<file path="src/logic/exec_pkg.sv">
`default_nettype none

package exec_pkg;

	typedef logic [31:0] word_t;
	typedef logic [3:0]  tag_t;

	// one issued operation with raw funct fields that may carry unknown codes
	typedef struct packed {
		logic       valid;
		logic [6:0] funct7;
		logic [2:0] funct3;
		word_t      r1;
		word_t      r2;
		tag_t       tag;
	} issue_t;

	// operands are magnitudes and the sign is restored after the multiply
	typedef struct packed {
		logic  valid;
		word_t a;
		word_t b;
		logic  negate;
		logic  take_high;
		tag_t  tag;
	} mul_req_t;

	typedef struct packed {
		logic  valid;
		word_t a;
		word_t b;
		logic  negate_quo;
		logic  negate_rem;
		logic  want_rem;
		tag_t  tag;
	} div_req_t;

	typedef struct packed {
		logic  valid;
		word_t data;
		tag_t  tag;
	} result_t;

endpackage

`default_nettype wire

</file>
<file path="src/logic/rv32i_pkg.sv">
`default_nettype none

package rv32i_pkg;

	// funct7 classes of the register-register ops
	typedef enum logic [6:0] {
		f7_base   = 7'b0000000,
		f7_alt    = 7'b0100000,
		f7_muldiv = 7'b0000001
	} funct7_e;

	// funct3 under f7_base and f7_alt
	// 010 and 011 (slt/sltu) are not handled
	typedef enum logic [2:0] {
		alu_add = 3'b000,
		alu_sll = 3'b001,
		alu_xor = 3'b100,
		alu_srl = 3'b101,
		alu_or  = 3'b110,
		alu_and = 3'b111
	} alu_op_e;

	// funct3 under f7_muldiv
	typedef enum logic [2:0] {
		md_mul    = 3'b000,
		md_mulh   = 3'b001,
		md_mulhsu = 3'b010,
		md_mulhu  = 3'b011,
		md_div    = 3'b100,
		md_divu   = 3'b101,
		md_rem    = 3'b110,
		md_remu   = 3'b111
	} md_op_e;

endpackage

`default_nettype wire
</file>
<file path="src/logic/exec_unit.sv">
`timescale 1ns/1ps
`default_nettype none

module exec_unit (
	input  logic              clk,
	input  logic              rst_n,
	input  exec_pkg::issue_t  issue,
	output exec_pkg::result_t result,
	output logic              div_busy
);

	exec_pkg::result_t  int_res;
	exec_pkg::mul_req_t mul_req;
	exec_pkg::div_req_t div_req;
	exec_pkg::result_t  mul_res;
	exec_pkg::result_t  div_res;

	op_dispatch i_dispatch (
		.clk     (clk),
		.rst_n   (rst_n),
		.issue   (issue),
		.int_res (int_res),
		.mul_req (mul_req),
		.div_req (div_req)
	);

	mul_unit i_mul (
		.clk     (clk),
		.rst_n   (rst_n),
		.mul_req (mul_req),
		.mul_res (mul_res)
	);

	div_unit i_div (
		.clk      (clk),
		.rst_n    (rst_n),
		.div_req  (div_req),
		.div_res  (div_res),
		.div_busy (div_busy)
	);

	result_merge i_merge (
		.clk     (clk),
		.rst_n   (rst_n),
		.int_res (int_res),
		.mul_res (mul_res),
		.div_res (div_res),
		.result  (result)
	);

endmodule

`default_nettype wire

</file>
<file path="src/logic/result_merge.sv">
`timescale 1ns/1ps
`default_nettype none

module result_merge (
	input  logic              clk,
	input  logic              rst_n,
	input  exec_pkg::result_t int_res,
	input  exec_pkg::result_t mul_res,
	input  exec_pkg::result_t div_res,
	output exec_pkg::result_t result
);

	exec_pkg::word_t data_mem [4];
	exec_pkg::tag_t  tag_mem [4];
	logic [1:0]      wr_ptr;
	logic [1:0]      rd_ptr;
	logic [2:0]      count;
	logic [1:0]      off_mul;
	logic [1:0]      off_int;
	logic [2:0]      n_in;
	logic            pop;
	exec_pkg::word_t first_data;
	exec_pkg::tag_t  first_tag;

	// slot offsets follow the fixed order div, mul, integer
	assign off_mul = {1'b0, div_res.valid};
	assign off_int = off_mul + {1'b0, mul_res.valid};
	assign n_in    = {1'b0, off_int} + {2'b00, int_res.valid};
	assign pop     = (count != 3'd0) || (n_in != 3'd0);

	// empty queue lets the first arrival through in the same edge
	always_comb begin
		if (div_res.valid) begin
			first_data = div_res.data;
			first_tag  = div_res.tag;
		end else if (mul_res.valid) begin
			first_data = mul_res.data;
			first_tag  = mul_res.tag;
		end else begin
			first_data = int_res.data;
			first_tag  = int_res.tag;
		end
	end

	always_ff @(posedge clk) begin
		if (div_res.valid) begin
			data_mem[wr_ptr] <= div_res.data;
			tag_mem[wr_ptr]  <= div_res.tag;
		end
		if (mul_res.valid) begin
			data_mem[wr_ptr + off_mul] <= mul_res.data;
			tag_mem[wr_ptr + off_mul]  <= mul_res.tag;
		end
		if (int_res.valid) begin
			data_mem[wr_ptr + off_int] <= int_res.data;
			tag_mem[wr_ptr + off_int]  <= int_res.tag;
		end

		if (count != 3'd0) begin
			result.data <= data_mem[rd_ptr];
			result.tag  <= tag_mem[rd_ptr];
		end else begin
			result.data <= first_data;
			result.tag  <= first_tag;
		end

		if (!rst_n) begin
			wr_ptr       <= '0;
			rd_ptr       <= '0;
			count        <= '0;
			result.valid <= 1'b0;
		end else begin
			wr_ptr       <= wr_ptr + n_in[1:0];
			rd_ptr       <= rd_ptr + {1'b0, pop};
			count        <= count + n_in - {2'b00, pop};
			result.valid <= pop;
		end
	end

endmodule

`default_nettype wire

</file>
<file path="src/logic/div_unit.sv">
`timescale 1ns/1ps
`default_nettype none

module div_unit (
	input  logic               clk,
	input  logic               rst_n,
	input  exec_pkg::div_req_t div_req,
	output exec_pkg::result_t  div_res,
	output logic               div_busy
);

	typedef enum logic [1:0] {div_idle, div_run, div_fix} div_state_e;

	div_state_e      state;
	logic [4:0]      step;
	exec_pkg::word_t rem_q;
	exec_pkg::word_t quo_q;
	exec_pkg::word_t dvs_q;
	logic            quo_neg;
	logic            rem_neg;
	logic            want_rem;
	exec_pkg::tag_t  tag_q;
	exec_pkg::word_t src_rem;
	exec_pkg::word_t src_quo;
	exec_pkg::word_t src_dvs;
	logic [32:0]     shifted;
	logic [33:0]     diff;
	exec_pkg::word_t nxt_rem;
	exec_pkg::word_t nxt_quo;
	exec_pkg::word_t final_val;

	// first step runs on the incoming request while idle
	always_comb begin
		if (state == div_idle) begin
			src_rem = '0;
			src_quo = div_req.a;
			src_dvs = div_req.b;
		end else begin
			src_rem = rem_q;
			src_quo = quo_q;
			src_dvs = dvs_q;
		end
		shifted = {src_rem, src_quo[31]};
		diff    = {1'b0, shifted} - {2'b00, src_dvs};
		if (!diff[33]) begin
			nxt_rem = diff[31:0];
			nxt_quo = {src_quo[30:0], 1'b1};
		end else begin
			nxt_rem = shifted[31:0];
			nxt_quo = {src_quo[30:0], 1'b0};
		end
	end

	always_comb begin
		if (want_rem)
			final_val = rem_neg ? (~rem_q + 32'd1) : rem_q;
		else
			final_val = quo_neg ? (~quo_q + 32'd1) : quo_q;
	end

	assign div_busy = (state != div_idle) | div_res.valid;

	always_ff @(posedge clk) begin
		case (state)
			div_idle: begin
				if (div_req.valid) begin
					dvs_q    <= div_req.b;
					quo_neg  <= div_req.negate_quo;
					rem_neg  <= div_req.negate_rem;
					want_rem <= div_req.want_rem;
					tag_q    <= div_req.tag;
					rem_q    <= nxt_rem;
					quo_q    <= nxt_quo;
					step     <= 5'd1;
				end
			end
			div_run: begin
				rem_q <= nxt_rem;
				quo_q <= nxt_quo;
				step  <= step + 5'd1;
			end
			default: ;
		endcase

		div_res.data <= final_val;
		div_res.tag  <= tag_q;

		if (!rst_n) begin
			state         <= div_idle;
			div_res.valid <= 1'b0;
		end else begin
			div_res.valid <= (state == div_fix);
			case (state)
				div_idle: if (div_req.valid) state <= div_run;
				// steps 2 to 32
				div_run:  if (step == 5'd31) state <= div_fix;
				default:  state <= div_idle;
			endcase
		end
	end

endmodule

`default_nettype wire

</file>
<file path="src/logic/mul_unit.sv">
`timescale 1ns/1ps
`default_nettype none

module mul_unit (
	input  logic               clk,
	input  logic               rst_n,
	input  exec_pkg::mul_req_t mul_req,
	output exec_pkg::result_t  mul_res
);

	logic [63:0]    prod;
	logic [63:0]    signed_prod;
	logic           s1_valid;
	logic           s1_neg;
	logic           s1_high;
	exec_pkg::tag_t s1_tag;

	assign signed_prod = s1_neg ? (~prod + 64'd1) : prod;

	always_ff @(posedge clk) begin
		// stage one forms the unsigned product of the magnitudes
		prod    <= {32'd0, mul_req.a} * {32'd0, mul_req.b};
		s1_neg  <= mul_req.negate;
		s1_high <= mul_req.take_high;
		s1_tag  <= mul_req.tag;

		// stage two restores the sign and selects the word
		mul_res.data <= s1_high ? signed_prod[63:32] : signed_prod[31:0];
		mul_res.tag  <= s1_tag;

		if (!rst_n) begin
			s1_valid      <= 1'b0;
			mul_res.valid <= 1'b0;
		end else begin
			s1_valid      <= mul_req.valid;
			mul_res.valid <= s1_valid;
		end
	end

endmodule

`default_nettype wire

</file>
<file path="src/logic/op_dispatch.sv">
`timescale 1ns/1ps
`default_nettype none

module op_dispatch (
	input  logic               clk,
	input  logic               rst_n,
	input  exec_pkg::issue_t   issue,
	output exec_pkg::result_t  int_res,
	output exec_pkg::mul_req_t mul_req,
	output exec_pkg::div_req_t div_req
);

	rv32i_pkg::funct7_e f7;
	rv32i_pkg::alu_op_e alu_op;
	rv32i_pkg::md_op_e  md_op;
	exec_pkg::word_t    alu_val;
	exec_pkg::word_t    mag_a;
	exec_pkg::word_t    mag_b;
	logic               alu_hit;
	logic               mul_hit;
	logic               div_hit;
	logic               signed_a;
	logic               signed_b;
	logic               neg_a;
	logic               neg_b;

	assign f7     = rv32i_pkg::funct7_e'(issue.funct7);
	assign alu_op = rv32i_pkg::alu_op_e'(issue.funct3);
	assign md_op  = rv32i_pkg::md_op_e'(issue.funct3);

	// which operands are read as two's complement
	assign signed_a = (md_op == rv32i_pkg::md_mulh) || (md_op == rv32i_pkg::md_mulhsu) ||
		(md_op == rv32i_pkg::md_div) || (md_op == rv32i_pkg::md_rem);
	assign signed_b = (md_op == rv32i_pkg::md_mulh) || (md_op == rv32i_pkg::md_div) ||
		(md_op == rv32i_pkg::md_rem);

	assign neg_a = signed_a & issue.r1[31];
	assign neg_b = signed_b & issue.r2[31];
	assign mag_a = neg_a ? (~issue.r1 + 32'd1) : issue.r1;
	assign mag_b = neg_b ? (~issue.r2 + 32'd1) : issue.r2;

	always_comb begin
		alu_val = '0;
		alu_hit = 1'b0;
		mul_hit = 1'b0;
		div_hit = 1'b0;
		if (issue.valid) begin
			case (f7)
				rv32i_pkg::f7_base, rv32i_pkg::f7_alt: begin
					alu_hit = 1'b1;
					case (alu_op)
						rv32i_pkg::alu_add: begin
							if (f7 == rv32i_pkg::f7_alt)
								alu_val = issue.r1 - issue.r2;
							else
								alu_val = issue.r1 + issue.r2;
						end
						rv32i_pkg::alu_sll: alu_val = issue.r1 << issue.r2[4:0];
						rv32i_pkg::alu_srl: begin
							// arithmetic shift under f7_alt
							if (f7 == rv32i_pkg::f7_alt)
								alu_val = $signed(issue.r1) >>> issue.r2[4:0];
							else
								alu_val = issue.r1 >> issue.r2[4:0];
						end
						rv32i_pkg::alu_xor: alu_val = issue.r1 ^ issue.r2;
						rv32i_pkg::alu_or:  alu_val = issue.r1 | issue.r2;
						rv32i_pkg::alu_and: alu_val = issue.r1 & issue.r2;
						default: alu_hit = 1'b0;
					endcase
				end
				rv32i_pkg::f7_muldiv: begin
					// funct3 bit 2 separates divide from multiply
					mul_hit = ~issue.funct3[2];
					div_hit = issue.funct3[2];
				end
				default: ;
			endcase
		end
	end

	always_ff @(posedge clk) begin
		int_res.data <= alu_val;
		int_res.tag  <= issue.tag;

		mul_req.a         <= mag_a;
		mul_req.b         <= mag_b;
		mul_req.negate    <= neg_a ^ neg_b;
		mul_req.take_high <= (md_op != rv32i_pkg::md_mul);
		mul_req.tag       <= issue.tag;

		div_req.a          <= mag_a;
		div_req.b          <= mag_b;
		// the quotient of x / 0 stays all ones and is never negated
		div_req.negate_quo <= (neg_a ^ neg_b) & (issue.r2 != 32'd0);
		div_req.negate_rem <= neg_a;
		div_req.want_rem   <= issue.funct3[1];
		div_req.tag        <= issue.tag;

		if (!rst_n) begin
			int_res.valid <= 1'b0;
			mul_req.valid <= 1'b0;
			div_req.valid <= 1'b0;
		end else begin
			int_res.valid <= alu_hit;
			mul_req.valid <= mul_hit;
			div_req.valid <= div_hit;
		end
	end

endmodule

`default_nettype wire

</file>
<file path="config.mk">
export PLATFORM = sky130hd
export DESIGN_NAME = exec_unit
export DESIGN_NICKNAME = d
export VERILOG_FILES = /design/src/logic/exec_pkg.sv /design/src/logic/rv32i_pkg.sv /design/src/logic/exec_unit.sv /design/src/logic/result_merge.sv /design/src/logic/div_unit.sv /design/src/logic/mul_unit.sv /design/src/logic/op_dispatch.sv
export SDC_FILE = /design/constraint.sdc
export NUM_CORES = 2
export LEC_CHECK = 0
export BUFFER_PORTS_ARGS = -buffer_cell sky130_fd_sc_hd__buf_4
export CAP_MARGIN = 15
export CORE_MARGIN = 2
export CORE_UTILIZATION = 50
export CTS_BUF_LIST = sky130_fd_sc_hd__clkbuf_16
export CTS_CLUSTER_SIZE = 24
export DETAILED_ROUTE_END_ITERATION = 12
export PLACE_DENSITY = 0.67
export SYNTH_ARGS = -nofsm -noshare
export SYNTH_HDL_FRONTEND = slang
export SYNTH_HIERARCHICAL = 1
export SYNTH_SLANG_ARGS = --single-unit
</file>
<file path="constraint.sdc">
create_clock -name clk -period 13.5 [get_ports clk]
set_input_delay 1.35 -clock clk [delete_from_list [all_inputs] [get_ports clk]]
set_output_delay 1.35 -clock clk [all_outputs]
set_load 0.03 [all_outputs]
</file>
* After elaboration in Yosys (flattened, before gate mapping)
Memories as Yosys holds them, arrays and structs flattened. A register that Yosys moved wholly into a read port is not among the register bits. Index checks and enable logic that the tools add are counted.
Storage, ports and cells: memories kept 2, memory bits (writable) 144, register bits 407, input port bits 81
Cells by class: bitwise gates (word level) 14, multiply operators 1, equal/unequal tests 13, reductions and logical operators 23, shift operators 3, $add $sub $neg 17, muxes and demuxes 38
Memories:
- i_merge.data_mem | depth 4, width 32, rd ports 1, clocked after memory_dff 1, wr ports 3, line result_merge.sv:13 | exec_pkg::word_t data_mem [4];
- i_merge.tag_mem | depth 4, width 4, rd ports 1, clocked after memory_dff 1, wr ports 3, line result_merge.sv:14 | exec_pkg::tag_t tag_mem [4];
Operators with widths (number):
- 32-bit 2-to-1 mux | 16
- 32-bit case mux with 6 select lines | 1
- 32-bit by 1-bit adder with 32-bit output (second input constant) | 4
- 32-bit NOT | 4
- 32-bit case mux with 2 select lines | 2
- 64-bit by 1-bit adder with 64-bit output (second input constant) | 1
- 32-bit by 32-bit multiplier with 64-bit output | 1
- 64-bit 2-to-1 mux | 1
- 64-bit NOT | 1
- 36-bit 2-to-1 mux | 1
- 33-bit by 32-bit subtractor with 34-bit output | 1
- 32-bit adder | 1
- 32-bit AND | 1
- 32-bit bitwise OR | 1
- 32-bit nonzero test | 1
- 32-bit by 5-bit left shift with 32-bit output | 1
- 32-bit by 5-bit >> shifter with 32-bit output | 1
- 32-bit by 5-bit >>> shifter with 32-bit output | 1
- 32-bit subtractor | 1
- 32-bit bitwise XOR | 1
- 3-bit == test (second input constant) | 4
- 5-bit case mux with 2 select lines | 1
- 3-bit nonzero test | 3
- 1-bit 2-to-1 mux | 8
- 33 further kinds | 51

* Longest topological paths before layout
depth after elaboration 7, gate-level depth with buffers 30, depth with buffers taken out 27

* Hierarchy
Netlist, hierarchy kept.
By module, submodules not included:
- mul_unit | cells each 4083, times used 1, area each 37204.4 um^2, sequential area each 2162.1 um^2
- op_dispatch | cells each 1545, times used 1, area each 11947.7 um^2, sequential area each 2162.1 um^2
- result_merge | cells each 1133, times used 1, area each 11248.3 um^2, sequential area each 5205.0 um^2
- div_unit | cells each 914, times used 1, area each 8737.1 um^2, sequential area each 4023.9 um^2

* Worst setup path after synthesis
OpenSTA, ideal clock, no wires.
path kind register -> register, from reg i_dispatch/div_req[24] (netlist name), to reg i_mul.prod[57], library setup time 0.072 ns, stages on the path, launching flop included 28, data arrival time 7.052 ns, slack 6.376 ns, path through dfxtp_1 > buf_4 > clkbuf_1 > and2_1 > fa_1 > inv_1 > fa_1 > inv_1 > fa_1 > inv_1 > fa_1 > inv_1 > fa_1 > fa_1 > fa_1 > inv_1 > fa_1 > inv_1 > ha_1 > and3_1 > nor4b_1 > a21oi_1 > o21ai_0 > a31oi_1 > o31ai_1 > a31oi_1 > o31ai_1 > xor2_1
RTL lines:
- to (signal assigned) | line mul_unit.sv:22 | prod <= {32'd0, mul_req.a} * {32'd0, mul_req.b};
- to (decl) | line mul_unit.sv:11 | logic [63:0] prod;

==> qor.csv <==
stage,metric,value,unit
timing,RSZ-0062 raised after global routing,false,
drt,Routed Antenna Nets,0,
synth,prevailing post-synth register cell,dfxtp_1,
clock_tree,# resized after CTS,0,
timing,setup_tns,0,ps
finish,share of cells above drive strength 1,7.080,%
global_routing,GRT Residual Overflow,0,
synth,largest family of logic cells by synthesized area,adder cells,
floorplan,Core ar.,137300,µm²
setup_path,Crit path largest cell delay,870,ps
drt,DR vias,56620,
synth,YS warnings,6,
placed_design,GP Congestion,0.9936,
global_routing,initial antenna violation count,13,
setup_path,crit end category,flip-flop,
floorplan,die area,141300,µm²
synth,"Avg Cell Area, Syn",9.008,µm²
synth,cell area after synthesis,69140,µm²
global_routing,largest net degree at the start of global routing,137,
finish,footprint of the multi-input gates,49360,µm²
drt,Starting DRT DRC Count,6409,
drt,drt pass-1 iters,6,
timing,count of final setup violators,0,
clock_tree,Worst-path clk slew,70,ps
placed_design,Final HPWL DP,160700,µm
setup_path,CP Launch Type,flip-flop,
job,max cap viols,0,
floorplan,Die Y,375.9,µm
setup_path,Buf/Inv on CP,4,
synth,simple-gate share of the synthesized area,17.38,%
clock_tree,Inserted Clock Buffers,60,
synth,Post-synth EDFFs,252,
synth,fraction of registers with async set/reset,0,%
global_routing,vias in the first global route,57300,
drt,final WL,228300,µm
drt,DR vias/cell,6.135,
floorplan,top-level I/O count,119,
timing,share of the clock period used by the worst path,60.83,%
clock_tree,H-Tree Depth,2,
global_routing,first-pass GRT wire length,349200,µm
setup_path,CP max-delay cell,dfxtp_2,
synth,Synth Area in Compound Gates,11.06,%
clock_tree,CTS tree,yes,
timing,final hold vios,0,
drt,Post-route DRC,0,
setup_path,Setup crit start,i_dispatch/div_req[15],
timing,Max Slew Vio Count,0,
timing,Worst Hold Margin,329.0,ps
clock_tree,clk_lat worst skew,700,ps
setup_path,CP arrival,8820,ps
clock_tree,post-CTS setup buffers,0,
min_path,HP Start,i_mul/s1_tag[2],
floorplan,row count,136,
clock_tree,Bufs on Longest Clock Path,3,
timing,Max Freq,121.8,MHz
finish,NumNets Final,8766,
timing,worst slew pin tran,1193,ps
finish,# fillers,12530,
placed_design,Port Buf Inserts,118,
timing,crit path time final,8212,ps
synth,synth top area cells,"fa_1, edfxtp_1, dfxtp_1",
finish,"Core Util, Final",52.89,%
synth,register area share after synthesis,19.60,%
synth,mux share of post-synthesis cell area,5.161,%
clock_tree,Root Buffer Master,clkbuf_16,
setup_path,kind of critical path,reg -> reg,
setup_path,Max Fanout on Critical Path,34,
clock_tree,Sink Count,551,
floorplan,Die X,375.9,µm
drt,WL/cell,24.74,µm
setup_path,RR Startpoint,i_dispatch/div_req[15],
global_routing,Total GRT Usage,32.28,%
status,status,"complete, no violations",
synth,"count leader, synth",inv_1,
floorplan,initial core utilization,50.35,%
synth,Mapped Cells,7675,
synth,share of the synthesized area in the top cell type,26.06,%
synth,Synth Area in Adders,33.44,%
synth,Synth area leader,fa_1,
setup_path,crit-path most repeated cell,fa_1,
finish,synthesis-to-layout area growth,5.044,%
synth,Synthesized Nets,9064,
timing,Rel. slew slack,20.48,%
synth,post-synthesis xor/xnor area fraction,4.171,%
setup_path,WP data required,14110,ps
synth,Yosys cell types,103,
setup_path,CP Cell Sequence,and2_1 -> fa_1 -> fa_1 -> inv_1 -> fa_1 -> fa_1 -> inv_1 -> fa_1 -> fa_1 -> fa_1 -> inv_1 -> fa_1 -> inv_1 -> ha_1 -> and3_1 -> nor4b_1 -> a21oi_1 -> o21ai_0 -> a31oi_1 -> o31ai_1 -> a31oi_1 -> o31ai_1 -> xor2_1,
synth,commonest cells in the netlist,"inv_1, fa_1, nand2_1",
finish,register area,13560,µm²
timing,clk_skew,47.42,ps
min_path,Tightest Hold Check Type,reg -> reg,
clock_tree,CTS Hold Buffers Added,0,
synth,post-synthesis sequential element count,551,
setup_path,"delay-heaviest family, CP",adder cells,
[layout by cell type (no fill, tap or decap), types with 19 or more instances in the layout]
cell type,synthesis,layout
edfxtp_1,252,252
xnor2_1,216,215
a22o_1,23,23
nand3_1,224,223
mux2_2,46,46
clkbuf_16,0,64
mux2i_1,136,136
a21oi_1,273,273
mux4_2,75,75
o211ai_1,28,28
nand2b_1,25,23
or4_1,27,27
nor2b_1,20,19
fa_1,900,900
o21ai_0,414,414
ha_1,408,408
or3_1,25,25
buf_4,79,230
nor3_1,192,191
and2_1,671,669
dfxtp_1,299,291
nand2_1,830,828
a31oi_1,175,175
nor2_1,262,258
a211oi_1,30,30
nand4_1,37,37
o31ai_1,65,65
inv_1,985,999
and3_1,22,22
xor2_1,108,107
a21o_1,59,59
o21bai_1,20,20
[area by class of cell]
class                      instances  share of cell area [%]
antenna                            5                 0.01723
clock buffer                      64                   2.205
clock inverter                    50                  0.5031
inverter                         993                   5.132
multi-input combinational       5540                   67.96
sequential                       551                   18.68
tap                             1794                   3.091
timing repair buffer             231                   2.415
[through the flow]
| step | area (µm²) | setup slack [ps] | instances |
|---|---|---|---|
| floorplan | 69140 | 6376 | 7675 |
| global placement | 70620 | 5490 | 9108 |
| detailed placement | 70620 | 5307 | 9108 |
| CTS | 72580 | 5334 | 9222 |
| global route | 72610 | 4886 | 9223 |
| finish | 72620 | 5288 | 9228 |
[flip-flops by register name, summed over array words and instances (netlist names), 3 cells and up]
signal and flops:
i_merge/count 3, i_mul/prod 64, i_div/dvs_q 32, i_mul/mul_res 37
i_dispatch/mul_req 3, i_div/quo_q 32, i_merge/result 37, i_mul/s1_tag 4
i_div/step 5, i_merge/data_mem 128, i_dispatch/div_req 72, i_div/rem_q 32
i_dispatch/int_res 33, i_merge/tag_mem 16, i_div/tag_q 4, i_div/div_res 37
[worst reg2reg max path: cells and delay by family, from the launching register on]
| family | cells | cell delay (ps) |
|---|---|---|
| DFF | 1 | 870 |
| and+or+nand+nor | 3 | 930 |
| xor gates and xnor gates | 1 | 160 |
| adders and majority gates | 9 | 4380 |
| AOI/OAI and AO/OA | 6 | 1620 |
| buffers and inverters | 4 | 210 |
[cells by family (layout without fill, tap and decap cells)]
family / after synthesis / in the layout
AO/OA/AOI/OAI: 1246 / 1246
XOR/XNOR: 326 / 326
adder cells (fa/ha/maj): 1308 / 1308
buffers and inverters: 1584 / 1338
flip-flops: 551 / 551
multiplexers: 257 / 257
other: 0 / 5
AND/OR/NAND/NOR: 2403 / 2403
[worst paths after layout]
check | slack, ps | endpoint | cells past startpoint
worst max-delay path | 5290 | i_mul/prod[57] | 23
worst min-delay path | 330 | i_mul/mul_res[2] | 0
worst max register to register | 5290 | i_mul/prod[57] | 23
worst min register to register | 330 | i_mul/mul_res[2] | 0
[layer usage]
layer / share of wire (%) / vias to the layer above / track usage (%)
met3: 11 / 585 / 7.443
met2: 44 / 3194 / 49.11
met5: 0.021 / - / 0
met4: 4.6 / 6 / 13.40
li1: - / 24560 / -
met1: 41 / 28270 / 44.37
Power is left out: the tool's default activity adds up to more than one toggle a clock period on the data nets, which glitch-free logic cannot reach.
